## src/common/uart_pkg.sv

```systemverilog
// UART shared definitions
// Widths, reset values and register offsets
// Parity modes, FSM encodings, config and stream structs
// Parity helper used by both serial blocks

package uart_pkg;

    localparam int DATA_WIDTH     = 8;
    localparam int DIVIDER_WIDTH  = 16;
    localparam int FIFO_DEPTH     = 8;
    localparam int WB_DATA_WIDTH  = 32;
    localparam int BIT_CNT_WIDTH  = $clog2(DATA_WIDTH);
    localparam int FIFO_PTR_WIDTH = $clog2(FIFO_DEPTH);
    localparam int FIFO_CNT_WIDTH = $clog2(FIFO_DEPTH + 1);

    localparam logic [DIVIDER_WIDTH-1:0] DEFAULT_DIVIDER = 16'd16;

    // Word offsets on the Wishbone address
    localparam logic [1:0] REG_CTRL   = 2'd0;
    localparam logic [1:0] REG_STATUS = 2'd1;
    localparam logic [1:0] REG_TXDATA = 2'd2;
    localparam logic [1:0] REG_RXDATA = 2'd3;

    typedef enum logic [1:0] {
        PARITY_NONE = 2'b00,
        PARITY_EVEN = 2'b01,
        PARITY_ODD  = 2'b10
    } parity_mode_e;

    typedef enum logic [2:0] {
        RX_IDLE, RX_START, RX_DATA, RX_PARITY, RX_STOP, RX_WAIT
    } rx_state_e;

    typedef enum logic [2:0] {
        TX_IDLE, TX_START, TX_DATA, TX_PARITY, TX_STOP, TX_WAIT
    } tx_state_e;

    // Matches CTRL layout, parity in 17:16
    typedef struct packed {
        parity_mode_e             parity;
        logic [DIVIDER_WIDTH-1:0] divider;
    } uart_cfg_t;

    typedef struct packed {
        logic                  valid;
        logic [DATA_WIDTH-1:0] data;
    } byte_stream_t;

    function automatic logic parity_of(input logic [DATA_WIDTH-1:0] data,
                                       input parity_mode_e          mode);
        logic par;
        case (mode)
            PARITY_EVEN: par = ^data;
            PARITY_ODD:  par = ~^data;
            default:     par = 1'b0;
        endcase
        return par;
    endfunction

endpackage

```

## src/hdl/uart_fifo.sv

```systemverilog
// Receive FIFO between the receiver and the register block
// Circular buffer with read/write pointers and a fill count
// Always ready on input, bytes arriving when full are dropped
`timescale 1ns/1ps

module uart_fifo
    import uart_pkg::*;
(
    input  logic         clk_i,
    input  logic         arstn_i,
    input  byte_stream_t wr_i,
    output logic         wr_ready_o,
    output byte_stream_t rd_o,
    input  logic         rd_ready_i,
    output logic         overrun_o
);

logic [DATA_WIDTH-1:0]     mem [FIFO_DEPTH];
logic [FIFO_PTR_WIDTH-1:0] wr_ptr;
logic [FIFO_PTR_WIDTH-1:0] rd_ptr;
logic [FIFO_CNT_WIDTH-1:0] count;
logic                      full;
logic                      push;
logic                      pop;

assign full = (count == FIFO_CNT_WIDTH'(FIFO_DEPTH));
assign pop  = rd_o.valid & rd_ready_i;
assign push = wr_i.valid & (~full | pop); // Slot freed by a pop in the same cycle

always_ff @(posedge clk_i or negedge arstn_i) begin
    if (~arstn_i) begin
        wr_ptr <= '0;
        rd_ptr <= '0;
        count  <= '0;
    end else begin
        if (push) begin
            wr_ptr <= wr_ptr + 1'b1;
        end
        if (pop) begin
            rd_ptr <= rd_ptr + 1'b1;
        end
        case ({push, pop})
            2'b10:   count <= count + 1'b1;
            2'b01:   count <= count - 1'b1;
            default: count <= count;
        endcase
    end
end

always_ff @(posedge clk_i) begin
    if (push) begin
        mem[wr_ptr] <= wr_i.data;
    end
end

assign wr_ready_o = 1'b1;
assign rd_o       = '{valid: (count != '0), data: mem[rd_ptr]};
assign overrun_o  = wr_i.valid & full & ~pop;

endmodule

```

## src/hdl/uart_top.sv

```systemverilog
// UART top level
// Wishbone register block, receive FIFO, receiver and transmitter
`timescale 1ns/1ps

module uart_top
    import uart_pkg::*;
(
    input  logic                     clk_i,
    input  logic                     arstn_i,

    input  logic                     wb_cyc_i,
    input  logic                     wb_stb_i,
    input  logic                     wb_we_i,
    input  logic [1:0]               wb_adr_i,
    input  logic [WB_DATA_WIDTH-1:0] wb_dat_i,
    output logic [WB_DATA_WIDTH-1:0] wb_dat_o,
    output logic                     wb_ack_o,

    input  logic                     uart_rx_i,
    output logic                     uart_tx_o
);

uart_cfg_t    cfg;
byte_stream_t tx_stream;
byte_stream_t rx_stream;
byte_stream_t fifo_stream;
logic         tx_ready;
logic         tx_busy;
logic         rx_ready;
logic         fifo_ready;
logic         parity_err;
logic         overrun;

uart_wb_regs uart_wb_regs_inst (
    .clk_i        (clk_i),
    .arstn_i      (arstn_i),
    .wb_cyc_i     (wb_cyc_i),
    .wb_stb_i     (wb_stb_i),
    .wb_we_i      (wb_we_i),
    .wb_adr_i     (wb_adr_i),
    .wb_dat_i     (wb_dat_i),
    .wb_dat_o     (wb_dat_o),
    .wb_ack_o     (wb_ack_o),
    .cfg_o        (cfg),
    .tx_o         (tx_stream),
    .tx_ready_i   (tx_ready),
    .tx_busy_i    (tx_busy),
    .rx_i         (fifo_stream),
    .rx_ready_o   (fifo_ready),
    .parity_err_i (parity_err),
    .overrun_i    (overrun)
);

uart_fifo uart_fifo_inst (
    .clk_i      (clk_i),
    .arstn_i    (arstn_i),
    .wr_i       (rx_stream),
    .wr_ready_o (rx_ready),
    .rd_o       (fifo_stream),
    .rd_ready_i (fifo_ready),
    .overrun_o  (overrun)
);

uart_rx uart_rx_inst (
    .clk_i        (clk_i),
    .arstn_i      (arstn_i),
    .cfg_i        (cfg),
    .uart_rx_i    (uart_rx_i),
    .rx_o         (rx_stream),
    .rx_ready_i   (rx_ready),
    .parity_err_o (parity_err)
);

uart_tx uart_tx_inst (
    .clk_i      (clk_i),
    .arstn_i    (arstn_i),
    .cfg_i      (cfg),
    .tx_i       (tx_stream),
    .tx_ready_o (tx_ready),
    .uart_tx_o  (uart_tx_o),
    .busy_o     (tx_busy)
);

endmodule

```

## src/hdl/uart_wb_regs.sv

```systemverilog
// Wishbone classic slave register block
// CTRL holds divider and parity mode
// STATUS with sticky parity error and overrun, cleared on read
// TXDATA write stalls ack until the transmitter takes the byte
// RXDATA read pops one byte from the receive FIFO
`timescale 1ns/1ps

module uart_wb_regs
    import uart_pkg::*;
(
    input  logic                     clk_i,
    input  logic                     arstn_i,

    input  logic                     wb_cyc_i,
    input  logic                     wb_stb_i,
    input  logic                     wb_we_i,
    input  logic [1:0]               wb_adr_i,
    input  logic [WB_DATA_WIDTH-1:0] wb_dat_i,
    output logic [WB_DATA_WIDTH-1:0] wb_dat_o,
    output logic                     wb_ack_o,

    output uart_cfg_t                cfg_o,
    output byte_stream_t             tx_o,
    input  logic                     tx_ready_i,
    input  logic                     tx_busy_i,

    input  byte_stream_t             rx_i,
    output logic                     rx_ready_o,

    input  logic                     parity_err_i,
    input  logic                     overrun_i
);

uart_cfg_t                cfg_q;
logic [WB_DATA_WIDTH-1:0] rdata_q;
logic                     ack_q;
logic                     parity_err_q;
logic                     overrun_q;
logic                     req;
logic                     tx_wr;
logic                     rd_req;
logic                     status_rd;

assign req       = wb_cyc_i & wb_stb_i & ~ack_q; // Blocked during ack
assign tx_wr     = req & wb_we_i & (wb_adr_i == REG_TXDATA);
assign rd_req    = req & ~wb_we_i;
assign status_rd = rd_req & (wb_adr_i == REG_STATUS);

always_ff @(posedge clk_i or negedge arstn_i) begin
    if (~arstn_i) begin
        ack_q <= 1'b0;
    end else if (tx_wr) begin
        ack_q <= tx_ready_i;
    end else begin
        ack_q <= req;
    end
end

always_ff @(posedge clk_i or negedge arstn_i) begin
    if (~arstn_i) begin
        cfg_q <= '{parity: PARITY_NONE, divider: DEFAULT_DIVIDER};
    end else if (req && wb_we_i && (wb_adr_i == REG_CTRL)) begin
        cfg_q <= uart_cfg_t'(wb_dat_i[$bits(uart_cfg_t)-1:0]);
    end
end

// New events win over a clearing read
always_ff @(posedge clk_i or negedge arstn_i) begin
    if (~arstn_i) begin
        parity_err_q <= 1'b0;
        overrun_q    <= 1'b0;
    end else begin
        parity_err_q <= (parity_err_q & ~status_rd) | parity_err_i;
        overrun_q    <= (overrun_q & ~status_rd) | overrun_i;
    end
end

always_ff @(posedge clk_i) begin
    if (rd_req) begin
        case (wb_adr_i)
            REG_CTRL:   rdata_q <= WB_DATA_WIDTH'(cfg_q);
            REG_STATUS: rdata_q <= WB_DATA_WIDTH'({overrun_q, parity_err_q,
                                                   tx_busy_i, rx_i.valid});
            REG_RXDATA: rdata_q <= rx_i.valid ? WB_DATA_WIDTH'(rx_i.data) : '0;
            default:    rdata_q <= '0;
        endcase
    end
end

assign wb_ack_o   = ack_q;
assign wb_dat_o   = rdata_q;
assign cfg_o      = cfg_q;
assign tx_o       = '{valid: tx_wr, data: wb_dat_i[DATA_WIDTH-1:0]};
assign rx_ready_o = rd_req & (wb_adr_i == REG_RXDATA); // No pop when empty

endmodule

```

## src/uart_rx/uart_rx.sv

```systemverilog
// Serial receiver
// Start bit qualified at half a bit period
// Data sampled mid-bit, LSB first
// Optional parity check with bad frames dropped
// Good frames leave on a valid/ready byte stream
`timescale 1ns/1ps

module uart_rx
    import uart_pkg::*;
(
    input  logic         clk_i,
    input  logic         arstn_i,
    input  uart_cfg_t    cfg_i,
    input  logic         uart_rx_i,
    output byte_stream_t rx_o,
    input  logic         rx_ready_i,
    output logic         parity_err_o
);

rx_state_e                state;
logic [DIVIDER_WIDTH-1:0] baud_cnt;
logic [BIT_CNT_WIDTH-1:0] bit_cnt;
logic [DATA_WIDTH-1:0]    rx_data;
logic [DATA_WIDTH-1:0]    data_q;
logic                     valid_q;
logic                     frame_err;
logic                     baud_done;
logic                     start_check;
logic                     last_bit;

assign baud_done   = (baud_cnt == cfg_i.divider - 1'b1);
assign start_check = (state == RX_START) && (baud_cnt == (cfg_i.divider >> 1) - 1'b1);
assign last_bit    = (bit_cnt == BIT_CNT_WIDTH'(DATA_WIDTH - 1));

always_ff @(posedge clk_i or negedge arstn_i) begin
    if (~arstn_i) begin
        state     <= RX_IDLE;
        bit_cnt   <= '0;
        frame_err <= 1'b0;
    end else begin
        case (state)
            RX_IDLE: begin
                bit_cnt   <= '0;
                frame_err <= 1'b0;
                if (~uart_rx_i) begin
                    state <= RX_START;
                end
            end
            RX_START: begin
                if (start_check) begin
                    state <= uart_rx_i ? RX_IDLE : RX_DATA; // Glitch goes back to idle
                end
            end
            RX_DATA: begin
                if (baud_done) begin
                    bit_cnt <= bit_cnt + 1'b1;
                    if (last_bit) begin
                        state <= (cfg_i.parity == PARITY_NONE) ? RX_STOP : RX_PARITY;
                    end
                end
            end
            RX_PARITY: begin
                if (baud_done) begin
                    frame_err <= (uart_rx_i != parity_of(rx_data, cfg_i.parity));
                    state     <= RX_STOP;
                end
            end
            RX_STOP: begin
                if (baud_done) begin
                    state <= RX_WAIT; // Leave mid stop bit
                end
            end
            RX_WAIT: state <= RX_IDLE;
            default: state <= RX_IDLE;
        endcase
    end
end

// Restarts at mid start bit so later bits are hit in the middle
always_ff @(posedge clk_i or negedge arstn_i) begin
    if (~arstn_i) begin
        baud_cnt <= '0;
    end else if ((state == RX_IDLE) || start_check || baud_done) begin
        baud_cnt <= '0;
    end else begin
        baud_cnt <= baud_cnt + 1'b1;
    end
end

always_ff @(posedge clk_i) begin
    if ((state == RX_DATA) && baud_done) begin
        rx_data[bit_cnt] <= uart_rx_i;
    end
end

always_ff @(posedge clk_i or negedge arstn_i) begin
    if (~arstn_i) begin
        valid_q <= 1'b0;
    end else if (valid_q && rx_ready_i) begin
        valid_q <= 1'b0;
    end else if ((state == RX_WAIT) && ~frame_err) begin
        valid_q <= 1'b1;
    end
end

always_ff @(posedge clk_i) begin
    if ((state == RX_WAIT) && ~frame_err) begin
        data_q <= rx_data;
    end
end

assign rx_o         = '{valid: valid_q, data: data_q};
assign parity_err_o = (state == RX_WAIT) && frame_err;

endmodule

```

## src/uart_tx/uart_tx.sv

```systemverilog
// Serial transmitter
// Accepts a stream byte in idle only
// Sends start, 8 data bits LSB first, optional parity and one stop bit
`timescale 1ns/1ps

module uart_tx
    import uart_pkg::*;
(
    input  logic         clk_i,
    input  logic         arstn_i,
    input  uart_cfg_t    cfg_i,
    input  byte_stream_t tx_i,
    output logic         tx_ready_o,
    output logic         uart_tx_o,
    output logic         busy_o
);

tx_state_e                state;
logic [DIVIDER_WIDTH-1:0] baud_cnt;
logic [BIT_CNT_WIDTH-1:0] bit_cnt;
logic [DATA_WIDTH-1:0]    shift_q;
logic                     par_bit;
logic                     par_en;
logic                     line_q;
logic                     baud_done;
logic                     tx_handshake;

assign baud_done    = (baud_cnt == cfg_i.divider - 1'b1);
assign tx_ready_o   = (state == TX_IDLE);
assign tx_handshake = tx_i.valid & tx_ready_o;

always_ff @(posedge clk_i or negedge arstn_i) begin
    if (~arstn_i) begin
        state   <= TX_IDLE;
        bit_cnt <= '0;
        line_q  <= 1'b1;
    end else begin
        case (state)
            TX_IDLE: begin
                bit_cnt <= '0;
                if (tx_i.valid) begin
                    line_q <= 1'b0; // Start bit
                    state  <= TX_START;
                end
            end
            TX_START: begin
                if (baud_done) begin
                    line_q <= shift_q[0];
                    state  <= TX_DATA;
                end
            end
            TX_DATA: begin
                if (baud_done) begin
                    bit_cnt <= bit_cnt + 1'b1;
                    if (bit_cnt == BIT_CNT_WIDTH'(DATA_WIDTH - 1)) begin
                        line_q <= par_en ? par_bit : 1'b1;
                        state  <= par_en ? TX_PARITY : TX_STOP;
                    end else begin
                        line_q <= shift_q[1];
                    end
                end
            end
            TX_PARITY: begin
                if (baud_done) begin
                    line_q <= 1'b1;
                    state  <= TX_STOP;
                end
            end
            TX_STOP: begin
                if (baud_done) begin
                    state <= TX_WAIT;
                end
            end
            TX_WAIT: state <= TX_IDLE; // One idle cycle between frames
            default: state <= TX_IDLE;
        endcase
    end
end

always_ff @(posedge clk_i or negedge arstn_i) begin
    if (~arstn_i) begin
        baud_cnt <= '0;
    end else if ((state == TX_IDLE) || (state == TX_WAIT) || baud_done) begin
        baud_cnt <= '0;
    end else begin
        baud_cnt <= baud_cnt + 1'b1;
    end
end

// Byte and parity frozen at acceptance
always_ff @(posedge clk_i) begin
    if (tx_handshake) begin
        shift_q <= tx_i.data;
        par_bit <= parity_of(tx_i.data, cfg_i.parity);
        par_en  <= (cfg_i.parity != PARITY_NONE);
    end else if ((state == TX_DATA) && baud_done) begin
        shift_q <= shift_q >> 1;
    end
end

assign uart_tx_o = line_q;
assign busy_o    = (state != TX_IDLE) && (state != TX_WAIT);

endmodule
```

## config.mk

```make
export PLATFORM = sky130hd
export DESIGN_NAME = uart_top
export DESIGN_NICKNAME = d
export VERILOG_FILES = /design/src/common/uart_pkg.sv /design/src/hdl/uart_fifo.sv /design/src/hdl/uart_top.sv /design/src/hdl/uart_wb_regs.sv /design/src/uart_rx/uart_rx.sv /design/src/uart_tx/uart_tx.sv
export SDC_FILE = /design/constraint.sdc
export NUM_CORES = 1
export LEC_CHECK = 0
export BUFFER_PORTS_ARGS = -buffer_cell sky130_fd_sc_hd__buf_2
export CAP_MARGIN = 20
export CORE_ASPECT_RATIO = 1.75
export CORE_UTILIZATION = 47
export CTS_BUF_LIST = sky130_fd_sc_hd__clkbuf_4 sky130_fd_sc_hd__clkbuf_8 sky130_fd_sc_hd__clkbuf_16
export CTS_CLUSTER_DIAMETER = 120
export DETAILED_ROUTE_END_ITERATION = 7
export GPL_TIMING_DRIVEN = 0
export MAX_ROUTING_LAYER = met4
export PLACE_DENSITY = 0.68
export SKIP_LAST_GASP = 1
export SYNTH_ARGS = -nofsm -noshare
export SYNTH_HDL_FRONTEND = slang
export SYNTH_SLANG_ARGS = --single-unit
```

## constraint.sdc

```tcl
create_clock -name clk_i -period 3.3 [get_ports clk_i]
set_input_delay 0.165 -clock clk_i [delete_from_list [all_inputs] [get_ports clk_i]]
set_output_delay 0.165 -clock clk_i [all_outputs]
set_load 0.005 [all_outputs]
```

## After elaboration in Yosys (flattened, before gate mapping)

Memories as Yosys holds them, arrays and structs flattened.
Cells that the tools add are included.

- Flip-flop bits (word level): 136
- Bits in writable memories: 64
- Memories kept: 1

- Reduce and logical (&&, ||, !) cells: 36
- Magnitude comparators: 2
- Multiplexer cells: 49
- Add/subtract/negate cells: 10
- Bitwise logic cells: 23
- Equal/unequal tests: 37

Memory list:

| name | depth | width | read ports | clocked after memory_dff | write ports | RTL line | text |
|---|---|---|---|---|---|---|---|
| uart_fifo_inst.mem | 8 | 8 | 1 | 0 | 1 | uart_fifo.sv:18 | `logic [DATA_WIDTH-1:0] mem [FIFO_DEPTH];` |

Operators with widths:

| cell | count |
|---|---|
| one-hot mux 32 bit (3 select lines) | 1 |
| == test 16 bit | 3 |
| two-way mux 3 bit | 16 |
| adder 16 x 1 -> 16 bit (second input constant) | 2 |
| two-way mux 16 bit | 2 |
| one-hot mux 3 bit (5 select lines) | 2 |
| two-way mux 8 bit | 3 |
| != test 2 x 1 -> 1 bit (second input constant) | 10 |
| == test 3 bit (second input constant) | 6 |
| XNOR reduction 8 bit | 2 |
| parity 8 bit | 2 |
| subtractor 15 x 1 -> 16 bit (second input constant) | 1 |
| subtractor 16 x 1 -> 16 bit (second input constant) | 1 |
| two-way mux 1 bit | 15 |
| AND 1 bit | 14 |
| adder 3 x 1 -> 3 bit (second input constant) | 4 |
| == test 3 x 2 -> 1 bit (second input constant) | 4 |
| one-hot mux 3 bit (2 select lines) | 2 |
| AND reduction 6 bit | 2 |
| nonzero test 2 bit | 6 |
| logical AND 1 bit | 9 |
| bitwise mux 8 bit | 1 |
| == test 2 bit (second input constant) | 4 |
| one-hot mux 4 bit (2 select lines) | 1 |
| other kinds (23) | 44 |

## Longest topological paths before layout

Gate-level depths: netlist of run 1.

- Word-level depth: 9
- Gate-level depth with buffers: 14

## Hierarchy

From an unflattened synthesis of run 1, not the netlist that was laid out.

- Cell total of the unflattened synthesis: 875
- Area total of the unflattened synthesis: 10431.3 µm²

By module, submodules not included:

| module | sequential area each (µm²) | area each (µm²) | instances | cells an instance |
|---|---|---|---|---|
| uart_fifo | 2172.1 | 3138.0 | 1 | 174 |
| uart_rx | 1081.0 | 3111.7 | 1 | 324 |
| uart_tx | 877.1 | 2389.8 | 1 | 253 |
| uart_wb_regs | 1067.3 | 1791.7 | 1 | 124 |

## Worst setup path before layout of run 1

Ideal clock, no wire load.

- Path kind: register to register
- From: register uart_wb_regs_inst.ack_q, in the netlist uart_wb_regs_inst.wb_ack_o
- To: register uart_fifo_inst.count[3]
- Period minus slack after synthesis: 3.508 ns
- Library setup time: 0.125 ns
- Setup slack: -0.208 ns
- Stages on the path, launching flop included: 13
- Data required time: 3.175 ns
- Arrival time: 3.383 ns
- Cells stage by stage: dfrtp_1 > or2_2 > nor2_1 > nand3_1 > a31oi_1 > inv_1 > ha_1 > ha_1 > a21o_1 > a21oi_1 > xnor2_1 > nor2_1 > xor2_1

- Word-level cells in the longest chain between the ends: 9

Ends and longest elaborated chain:

| what | RTL line | text |
|---|---|---|
| start, declared | uart_wb_regs.sv:36 | `logic ack_q;` |
| start signal, assigned | uart_wb_regs.sv:53 | `ack_q <= tx_ready_i;` |
| start signal, assigned | uart_wb_regs.sv:55 | `ack_q <= req;` |
| NOT 1 bit * | uart_wb_regs.sv:44 | `assign req = wb_cyc_i & wb_stb_i & ~ack_q;` |
| AND 1 bit * | uart_wb_regs.sv:44 |  |
| AND 1 bit * | uart_wb_regs.sv:46 | `assign rd_req = req & ~wb_we_i;` |
| named net uart_wb_regs_inst.rd_req | uart_wb_regs.sv:41 | `logic rd_req;` |
| AND 1 bit * | uart_wb_regs.sv:94 | `assign rx_ready_o = rd_req & (wb_adr_i == REG_RXDATA);` |
| AND 1 bit * | uart_fifo.sv:27 | `assign pop = rd_o.valid & rd_ready_i;` |
| OR 1 bit | uart_fifo.sv:28 | `assign push = wr_i.valid & (~full \| pop);` |
| AND 1 bit | uart_fifo.sv:28 |  |
| == test 2 x 1 -> 1 bit / == test 2 bit (equally long branches) | uart_fifo.sv:42 | `case ({push, pop})` |
| one-hot mux 4 bit (2 select lines) / nonzero test 2 bit (equally long branches) | n/a |  |
| end signal, assigned | uart_fifo.sv:43 | `2'b10: count <= count + 1'b1;` |
| end signal, assigned | uart_fifo.sv:44 | `2'b01: count <= count - 1'b1;` |
| end signal, assigned | uart_fifo.sv:45 | `default: count <= count;` |
| end, declared | uart_fifo.sv:21 | `logic [FIFO_CNT_WIDTH-1:0] count;` |

The timed path passes the listed nets; every way through them passes the cells marked *.
A chain may end at the register's enable or synchronous reset.

## Final worst setup path of run 1

- From: register uart_wb_regs_inst.cfg_q, in the netlist uart_wb_regs_inst.cfg_o[4]
- To: register uart_rx_inst.state[0]

- Word-level cells in the longest chain between the ends: 5

Ends and longest elaborated chain:

| what | RTL line | text |
|---|---|---|
| start, declared | uart_wb_regs.sv:34 | `uart_cfg_t cfg_q;` |
| start signal, assigned | uart_wb_regs.sv:61 | `cfg_q <= '{parity: PARITY_NONE, divider: DEFAULT_DIVIDER};` |
| start signal, assigned | uart_wb_regs.sv:63 | `cfg_q <= uart_cfg_t'(wb_dat_i[$bits(uart_cfg_t)-1:0]);` |
| subtractor 15 x 1 -> 16 bit | uart_rx.sv:32 | `assign start_check = (state == RX_START) && (baud_cnt == (cfg_i.divider >> 1) - 1'b1);` |
| == test 16 bit | uart_rx.sv:32 |  |
| logical AND 1 bit | uart_rx.sv:32 |  |
| != test 2 x 1 -> 1 bit (no source line) | n/a |  |
| AND reduction 6 bit (no source line) * | n/a |  |
| end signal, assigned | uart_rx.sv:51 | `state <= uart_rx_i ? RX_IDLE : RX_DATA;` |
| end signal, assigned | uart_rx.sv:58 | `state <= (cfg_i.parity == PARITY_NONE) ? RX_STOP : RX_PARITY;` |
| end, declared | uart_rx.sv:20 | `rx_state_e state;` |

Mark *: on every way between the ends. The rest lies on a longest branch, timed or not.

==> results.yml, run 1 <==
run_status:
  outcome: "complete, but fails checks"
  violations: "setup timing"
synthesis:
  synth.avg_cell_area_sq_um: 11.4
  ys.flop_type: "edfxtp_1"
  ys_ff_latch: 186
  synth_warnings: 0
  synth.distinct_cells: 79
  yosysSeqAreaShare: 0.513
  synthesis.area_sq_um: 10100
  async_flop_share: 0.419
  synth_edf_count: 108
  syn_inst: 885
sta:
  rsz0062_at_grt: "yes"
  finalMaxSlewViolations: 0
  finalHoldViolations: 0
  worst_slew_pin_slew_ns: 0.997
  fin_worst_skew_ns: 0.0102
  fin_crit_ns: 3.38
  fmax_ghz: 0.296
  worst_slack_ns: -0.0838
  period_share: 1.03
  slew_headroom: 0.333
  finalSetupViolCount: 1
power:
  power.leakage_nw: 4.63
  total_power_mw: 7.24
  powerDensity_nw_per_um2: 602
  irDropWorstVdd_mv: 0.333
drt:
  dr_wl_met3_mm: 1.09
  wl_met1_mm: 8.92
  wirelength_mm: 25.0
  routed.top_layer: "met4"
  drc_errors: 0
  routed-wl-met2_mm: 13.4
  vias: 7305
  dr.pass1.iters: 5
  wl_per_cell_um: 19.6
  viasPerCell: 5.73
  ant_nets: 0
  drt_iter0_drc: 431
layout:
  final_cells: 1275
  area_delta_synth_final_pct: 18.7
  nets: 1066
  drive_above_1_share: 0.241
  fillers: 1742
  finish.utilization: 0.572
setup_path:
  critical-path-top-delay-family: "compound AO/OA/AOI/OAI gates"
  crit_type: "register to register"
  path_cells: "buf_6 > or3_1 > nor3_4 > xnor3_2 > buf_4 > buf_4 > a2111o_1 > nor4_4 > a311oi_1 > a311oi_1 > a31o_2"
  critical_path.max_stage_delay_ns: 0.49
  crit_path_max_fanout: 9
  cp.buffers_inverters: 3
  cp_data_arrival_time_ns: 3.76
  required_ns: 3.68
  cpMaxStageDelayCell: "or3_1"
  startpoint_type: "register"
  worst_setup_path_end_kind: "register"
grt:
  grt_pass1_vias: 7230
  antenna_found_initial: 1
  track_usage: 0.242
  grt_pass1_wl_mm: 38.9
  grt_overflow: 0
  grt_max_degree: 65
clocking:
  clk_latency_ns: 0.44
  clkSinkCount: 186
  cts_made_buffers: 17
  htree_levels: 4
  clk_path_buf_depth: 2
  path_clk_slew_ns: 0.07
  cts_tree: "built"
  clockRootBuffer: "clkbuf_16"
place:
  place_ws_ns: -0.863
  place_hpwl_mm: 18.1
  io_buffers: 43
  place_inst: 1197
  gp_congestion: 0.945
floorplan:
  core_region_area_sq_um: 21000
  die_y_um: 196
  start_util: 0.482
  die_w_um: 113
  io_pins: 74
  dieArea_sq_um: 22200
  num_rows: 70
flow_run:
  drv_cap: 0
worst_hold_path:
  hp-class: "input port to register"
## synth_stat cells (all sizes together), types with 4 or more instances
library cell,number,share of area
a31oi,8,0.0049
edfxtp,108,0.32
mux2i,18,0.018
and2,5,0.0031
dfrtp,76,0.19
xnor2,56,0.048
nand2,71,0.026
buf,36,0.026
a21o,4,0.0030
mux2,19,0.021
o211ai,6,0.0044
nand4b,5,0.0043
a21oi,18,0.0089
o22ai,4,0.0025
nor2,80,0.030
xor2,39,0.034
or4,4,0.0030
inv,29,0.011
or3b,5,0.0043
clkbuf,32,0.012
ha,16,0.020
or2,8,0.0049
o21ai,37,0.018
nand2b,14,0.0086
nand4,12,0.0074
mux4,16,0.036
and3,14,0.0086
nor4,9,0.011
a2111o,4,0.0044
nor4b,6,0.0082
nand3,30,0.015
nor3b,9,0.0067
a2111oi,4,0.0065
nor3,24,0.013
nor2b,11,0.0068
## report_power, final
group	leakage (nW)	total, mW	switching (mW)	internal [mW]
sequential	1.96	2.86	0.220	2.64
combinational	2.37	2.32	1.26	1.07
clock	0.293	2.06	1.01	1.05
total	4.63	7.24	2.49	4.75
## cell families after synthesis
kind of cell	synth area share
mux	0.0745
compound gates	0.0797
buf+inv	0.0487
xor+xnor	0.0935
fa+ha+maj	0.0217
other cells	0.000370
flops	0.513
simple gates	0.168
## final timing paths
kind                                                   end                       start  cells after the start  slack [ns]
worst min-delay path            uart_wb_regs_inst.cfg_o[0]                 wb_dat_i[0]                      3        0.01
worst max-delay path                 uart_rx_inst.state[0]  uart_wb_regs_inst.cfg_o[4]                     11       -0.08
worst min register to register      uart_rx_inst.data_q[5]     uart_rx_inst.rx_data[5]                      0        0.48
worst max register to register       uart_rx_inst.state[0]  uart_wb_regs_inst.cfg_o[4]                     11       -0.08
max in group asynchronous       uart_wb_regs_inst.cfg_o[4]                     arstn_i                      3        2.52
min in group asynchronous        uart_tx_inst.baud_cnt[12]                     arstn_i                      2        0.13
## flip-flops by register name, summed over array words and instances, names as in the netlist, 3 cells and up
| signal | cells |
|---|---|
| uart_tx_inst.shift_q | 8 |
| uart_fifo_inst.count | 4 |
| uart_rx_inst.state | 3 |
| uart_wb_regs_inst.cfg_o | 18 |
| uart_fifo_inst.mem | 64 |
| uart_rx_inst.baud_cnt | 16 |
| uart_rx_inst.data_q | 8 |
| uart_rx_inst.bit_cnt | 3 |
| uart_fifo_inst.wr_ptr | 3 |
| uart_fifo_inst.rd_ptr | 3 |
| uart_tx_inst.baud_cnt | 16 |
| uart_wb_regs_inst.wb_dat_o | 18 |
| uart_rx_inst.rx_data | 8 |
| uart_tx_inst.state | 3 |
| uart_tx_inst.bit_cnt | 3 |
## tightest hold or removal path, cell delays in order
cell and delay, ns:
buf_2 0.12, nand2_1 0.05, o21ai_0 0.07
## layout make-up
| cell class | count | area [sq um] | share of cell area |
|---|---|---|---|
| inverter | 29 | 116 | 0.00968 |
| clock buffer | 18 | 439 | 0.0365 |
| multi-input combinational | 616 | 4740 | 0.394 |
| clock inverter | 14 | 169 | 0.0140 |
| tap | 252 | 315 | 0.0262 |
| buffer | 65 | 388 | 0.0323 |
| timing repair buffer | 94 | 653 | 0.0543 |
| sequential | 186 | 5200 | 0.433 |
| antenna | 1 | 2.50 | 0.000208 |
## metrics by stage
stage	hold WS, ns	cell area, sq um	TNS, ns
6_report	0.0102	12000	-0.0838
4_1_cts	0.00890	11900	-0.0122
3_5_place_dp	0.0521	10800	-53.39
2_1_floorplan	-0.131	10200	0
3_3_place_gp	0.373	10700	-71.46
5_1_grt	0.0131	12000	-1.22
## placed cells by master (no fill, tap or decap), drive strengths merged, types with 24 or more instances in the layout
cell type  synthesis  layout
buf               36     118
edfxtp           108     108
nor2              80      81
dfrtp             76      76
nand2             71      71
xnor2             56      56
clkbuf            32      48
xor2              39      39
o21ai             37      37
inv               29      36
nand3             30      30
nor3              24      24
## metal layers
layer  up-vias  global-route usage
met2       233               0.435
met5         -                   -
met4         0               0.149
li1       3418                   -
met1      3565               0.248
met3        89              0.0321
## repair_timing
action | 4_1_cts | 5_1_grt
setup endpoints to repair | 129 | 31
pin swaps | 16 | 19
resized for setup | 43 | 18
cloned | 1 | 0
hold endpoints to repair | 87 | 0
hold buffers | 11 | 0
buffers inserted | 21 | 15
Note: power is estimated with default switching activity, not from simulation.
==> inputs of run 2 (changes only) <==
- CORE_MARGIN: not set -> 3
==> run 2 against run 1 <==
Against the previous run: the run now ends clean; first-iteration DRC count grew 1.9%; count of clock-buffer cells in the layout grew 1; register-to-register slack improved by 0.18 ns; power up 0.36%; non-clock buffer count fell by 13; largest cell class unchanged.
==> results.yml, run 2 (synthesis results as in run 1) <==
clocking:
  clk_latency_ns: 0.44
  path_clk_slew_ns: 0.07
  clkSinkCount: 186
  clk_path_buf_depth: 2
  htree_levels: 4
  cts_tree: "built"
  clockRootBuffer: "clkbuf_16"
  cts_made_buffers: 17
setup_path:
  rr_worst_depth: 12
  worst_setup_path_end_kind: "register"
  required_ns: 3.62
  path_cells: "inv_4 > ha_4 > buf_6 > or4b_4 > nor4_1 > xnor2_1 > a2111oi_4 > o2111ai_2 > a211oi_2 > or2_1 > buf_4 > nor2_1"
  cpMaxStageDelayCell: "or4b_4"
  crit_type: "register to register"
  crit_path_max_fanout: 16
  critical_path.max_stage_delay_ns: 0.51
  startpoint_type: "register"
  cp_data_arrival_time_ns: 3.53
layout:
  regMostFlops: "uart_fifo_inst.mem"
  finish.utilization: 0.567
  nets: 1053
  final_cell_mix: "edfxtp_1, dfrtp_1, nor2_1"
  final_area_sq_um: 11900
  drive_above_1_share: 0.231
  final_common_cell: "edfxtp_1"
  antennaDiodeCount: 0
  final_cells: 1261
  largest_reg_flops: 64
  fillers: 1755
  area_delta_synth_final_pct: 17.7
worst_hold_path:
  hold_depth: 2
  hp-class: "input port to register"
place:
  io_buffers: 43
  place_inst: 1197
  gp_congestion: 0.942
  placed_area_sq_um: 10800
  place_hpwl_mm: 18.7
sta:
  fin_crit_ns: 3.20
  fmax_ghz: 0.312
  tns_ns: 0
  worst_slew_pin_slew_ns: 0.940
  period_share: 0.971
  slew_headroom: 0.371
  finalSetupViolCount: 0
  rsz0062_at_grt: "yes"
  finalHoldViolations: 0
  finalMaxSlewViolations: 0
  fin_worst_skew_ns: 0.0103
drt:
  wirelength_mm: 25.0
  viasPerCell: 5.66
  ant_nets: 0
  vias: 7139
  wl_per_cell_um: 19.8
  drt_iter0_drc: 439
  dr.pass1.iters: 5
  drc_errors: 0
floorplan:
  dieArea_sq_um: 23400
  num_rows: 70
  die_w_um: 117
  die_y_um: 200
  io_pins: 74
  core_region_area_sq_um: 21000
  start_util: 0.482
grt:
  grt_overflow: 0
  track_usage: 0.228
  grt_pass1_wl_mm: 39.6
  antenna_found_initial: 0
  grt_pass1_vias: 7259
  grt_max_degree: 43
power:
  total_power_mw: 7.27
  irDropWorstVdd_mv: 0.359
  powerDensity_nw_per_um2: 610
  power.leakage_nw: 4.56
flow_run:
  drv_cap: 0
run_status:
  outcome: "finished, final reports clean"
-- run 2: cell types whose count changed in the layout (fill, tap and decap cells not counted), moves of 2 or more --
cell	change
buf_4	-17
bufinv_16	+2
inv_8	-3
inv_6	+5
dlygate4sd3_1	+2
nor2_2	+4
clkinv_8	-2
clkinv_4	-2
nor2_1	-4
-- run 2: path summary, 6_finish.rpt --
check | slack (ns) | from | to
max reg2reg | 0.1 | uart_wb_regs_inst.cfg_o[1] | uart_rx_inst.baud_cnt[5]
min | 0.03 | wb_dat_i[4] | uart_wb_regs_inst.cfg_o[4]
min reg2reg | 0.48 | uart_rx_inst.rx_data[7] | uart_rx_inst.data_q[7]
max in group asynchronous | 2.45 | arstn_i | uart_rx_inst.frame_err
max | 0.1 | uart_wb_regs_inst.cfg_o[1] | uart_rx_inst.baud_cnt[5]
min in group asynchronous | 0.24 | arstn_i | uart_tx_inst.baud_cnt[8]
-- run 2: worst max-delay path, delay by kind of cell (launching register included) --
kind                     cells  cell delay [ns]
AND/OR/NAND/NOR              4             1.10
AO/OA/AOI/OAI                3             0.81
flip-flops                   1             0.43
buffers and inverters        3             0.40
XOR/XNOR                     1             0.20
adder cells (fa/ha/maj)      1             0.14
-- run 2: timing repair --
| item | in CTS | in global routing |
|---|---|---|
| gates cloned | 0 | 1 |
| pin swaps | 16 | 21 |
| buffers inserted | 13 | 8 |
| setup endpoints to repair | 124 | 74 |
| endpoints found under the hold margin | 46 | 0 |
| hold buffers | 13 | 0 |
| resized for setup | 41 | 15 |
-- run 2: metrics by stage --
| stage | worst slack, ns | hold WS [ns] |
|---|---|---|
| after floorplan | 0.0397 | -0.131 |
| after global placement | -0.874 | 0.371 |
| after detailed placement | -0.933 | 0.181 |
| after CTS | 0.00340 | 0.00963 |
| after global routing | -0.0806 | 0.00717 |
| final | 0.0957 | 0.0277 |
-- run 2: layout make-up --
cell class                 instances  area (sq um)  share of cell area
tap                              252           315              0.0264
inverter                          29           114             0.00955
multi-input combinational        616          4730               0.396
timing repair buffer              81           576              0.0483
clock buffer                      19           447              0.0375
sequential                       186          5200               0.436
buffer                            65           372              0.0312
clock inverter                    13           173              0.0145
-- run 2: power by group --
group	internal [mW]	switching, mW	leakage (nW)
Combinational	1.03	1.27	2.30
Sequential	2.64	0.199	1.97
Clock	1.18	0.955	0.301
-- run 2: layer usage --
layer | routed length [um] | track usage
met5 | 0 | -
met4 | 1020 | 0.0951
met3 | 936 | 0.0384
met2 | 13900 | 0.401
met1 | 9190 | 0.249
==> inputs of run 3 (changes only) <==
- CORE_UTILIZATION: 47 -> 55
- PLACE_DENSITY: 0.68 -> 0.78
==> run 3 against run 2 <==
Against the previous run: first-iteration DRC count grew 68%; final cell count shrank 0.24%; non-clock buffer count grew 15; highest routed layer unchanged.
==> results.yml, run 3 (synthesis results as in run 1) <==
grt:
  grt_pass1_wl_mm: 39.4
  grt_max_degree: 44
  grt_pass1_vias: 7399
  grt_overflow: 0
  antenna_found_initial: 0
  track_usage: 0.268
setup_path:
  r2r_setup_slack_ns: 0.02
  cp_data_arrival_time_ns: 3.40
  startpoint_type: "register"
  crit_top_cell: "buf_6"
  critical_path.max_stage_delay_ns: 0.44
  crit_path_max_fanout: 8
  cpMaxStageDelayCell: "dfrtp_2"
  rr_worst_depth: 13
  worst_setup_path_end_kind: "register"
  reg2reg_to: "uart_tx_inst.shift_q[6]"
  reg2reg_from: "uart_wb_regs_inst.cfg_o[1]"
  crit_type: "register to register"
  critical-path-top-delay-family: "simple AND/OR/NAND/NOR gates"
  cp.buffers_inverters: 5
  required_ns: 3.42
  path_cells: "inv_4 > ha_4 > or3b_4 > buf_6 > nor4_4 > buf_6 > xnor2_4 > a2111oi_4 > nor4b_4 > buf_4 > buf_8 > a21oi_4 > nor2_4"
sta:
  fin_crit_ns: 3.28
  finalHoldViolations: 0
  rsz0062_at_grt: "yes"
  finalMaxSlewViolations: 0
  slew_headroom: 0.347
  worst_slew_pin_slew_ns: 0.976
  finalSetupViolCount: 0
  period_share: 0.994
  fmax_ghz: 0.305
  fin_worst_skew_ns: 0.0182
  tns_ns: 0
drt:
  wirelength_mm: 26.0
  dr.pass1.iters: 6
  wl_per_cell_um: 20.6
  drc_errors: 0
  vias: 7616
  drt_iter0_drc: 737
  ant_nets: 0
  viasPerCell: 6.05
flow_run:
  drv_cap: 0
clocking:
  clk_path_buf_depth: 2
  path_clk_slew_ns: 0.08
  clk_latency_ns: 0.44
  clockRootBuffer: "clkbuf_16"
  cts_made_buffers: 17
  htree_levels: 4
  clkSinkCount: 186
  cts_tree: "built"
power:
  p_int_mw: 4.87
  powerDensity_nw_per_um2: 611
  total_power_mw: 7.38
  power.leakage_nw: 4.65
  power_frac_seq: 0.386
  p_switching_mw: 2.51
  p_clk_frac: 0.286
  combPwrFrac: 0.327
  irDropWorstVdd_mv: 0.352
  swShare: 0.340
layout:
  ff_latch_area_sq_um: 5200
  fillers: 1320
  final_cells: 1258
  drive_above_1_share: 0.244
  final_cell_mix: "edfxtp_1, nor2_1, dfrtp_1"
  nets: 1068
  largest_reg_flops: 64
  regMostFlops: "uart_fifo_inst.mem"
  antennaDiodeCount: 0
  final_common_cell: "edfxtp_1"
  multiInputGateArea_sq_um: 4790
  area_delta_synth_final_pct: 19.2
  finish.utilization: 0.669
  final_area_sq_um: 12100
floorplan:
  dieArea_sq_um: 20100
  core_region_area_sq_um: 18100
  die_y_um: 186
  num_rows: 65
  start_util: 0.561
  die_w_um: 109
  io_pins: 74
worst_hold_path:
  hp-class: "input port to register"
  hold_depth: 2
  min_to: "uart_wb_regs_inst.cfg_o[5]"
  min_from: "wb_dat_i[5]"
place:
  placed_area_sq_um: 10800
  io_buffers: 43
  place_hpwl_mm: 17.8
  place_inst: 1181
  gp_congestion: 0.970
run_status:
  outcome: "finished, final reports clean"
## run 3: worst max path at each step
stage | slack, ns | end | depth (start not counted) | start
floorplan | 0.04 | uart_tx_inst.shift_q[0] | 11 | uart_wb_regs_inst.cfg_o[2]
global placement | -0.76 | uart_fifo_inst.mem[5][2] | 6 | uart_wb_regs_inst.wb_ack_o
detailed placement | -0.77 | uart_tx_inst.shift_q[3] | 11 | uart_wb_regs_inst.cfg_o[2]
finish | 0.02 | uart_tx_inst.shift_q[6] | 13 | uart_wb_regs_inst.cfg_o[1]
global route | -0.11 | uart_rx_inst.rx_data[0] | 12 | uart_wb_regs_inst.cfg_o[1]
CTS | -0.006 | uart_tx_inst.shift_q[0] | 9 | uart_wb_regs_inst.cfg_o[5]
## run 3: stage by stage
stage          setup WS, ns  hold slack, ns
6_report             0.0201          0.0196
5_1_grt              -0.112          0.0276
4_1_cts            -0.00639          0.0181
3_5_place_dp         -0.766           0.161
3_3_place_gp         -0.756           0.401
2_1_floorplan        0.0397          -0.131
## run 3: power groups by stage
stage / Combinational [mW] / Sequential [mW] / Clock (mW)
2_1_floorplan: 1.59 / 2.81 / 0
3_3_place_gp: 2.06 / 2.86 / 0
3_5_place_dp: 2.11 / 2.87 / 0
4_1_cts: 2.27 / 2.83 / 2.12
5_1_grt: 2.57 / 2.87 / 2.22
6_report: 2.41 / 2.85 / 2.11
## run 3: timing repair
item | in CTS | in global routing
resized for setup | 39 | 33
hold buffers | 13 | 0
buffers inserted | 14 | 21
hold endpoints to repair | 47 | 0
endpoints found under the setup margin | 125 | 67
pin swaps | 13 | 26
cloned | 0 | 1
## run 3: worst reg2reg max path, delay by kind of cell (launching register included)
kind	cells	cell delay, ns
AOI/OAI and AO/OA	2	0.38
xor gates and xnor gates	1	0.09
adders and majority gates	1	0.13
buffers and inverters	5	0.72
DFF	1	0.44
and+or+nand+nor	4	1.18
## run 3: per-layer routing
| layer | vias to the layer above | track usage | part of all wire |
|---|---|---|---|
| li1 | 3411 | - | - |
| met1 | 3665 | 0.282 | 0.35 |
| met2 | 413 | 0.465 | 0.53 |
| met3 | 127 | 0.0382 | 0.062 |
| met4 | 0 | 0.169 | 0.063 |
| met5 | - | - | 0 |
## run 3: layout make-up
| class | count | area share |
|---|---|---|
| clock inverter | 12 | 0.0129 |
| sequential | 186 | 0.431 |
| timing repair buffer | 97 | 0.0567 |
| inverter | 29 | 0.00943 |
| clock buffer | 20 | 0.0376 |
| buffer | 64 | 0.0314 |
| multi-input combinational | 616 | 0.397 |
| tap | 234 | 0.0243 |
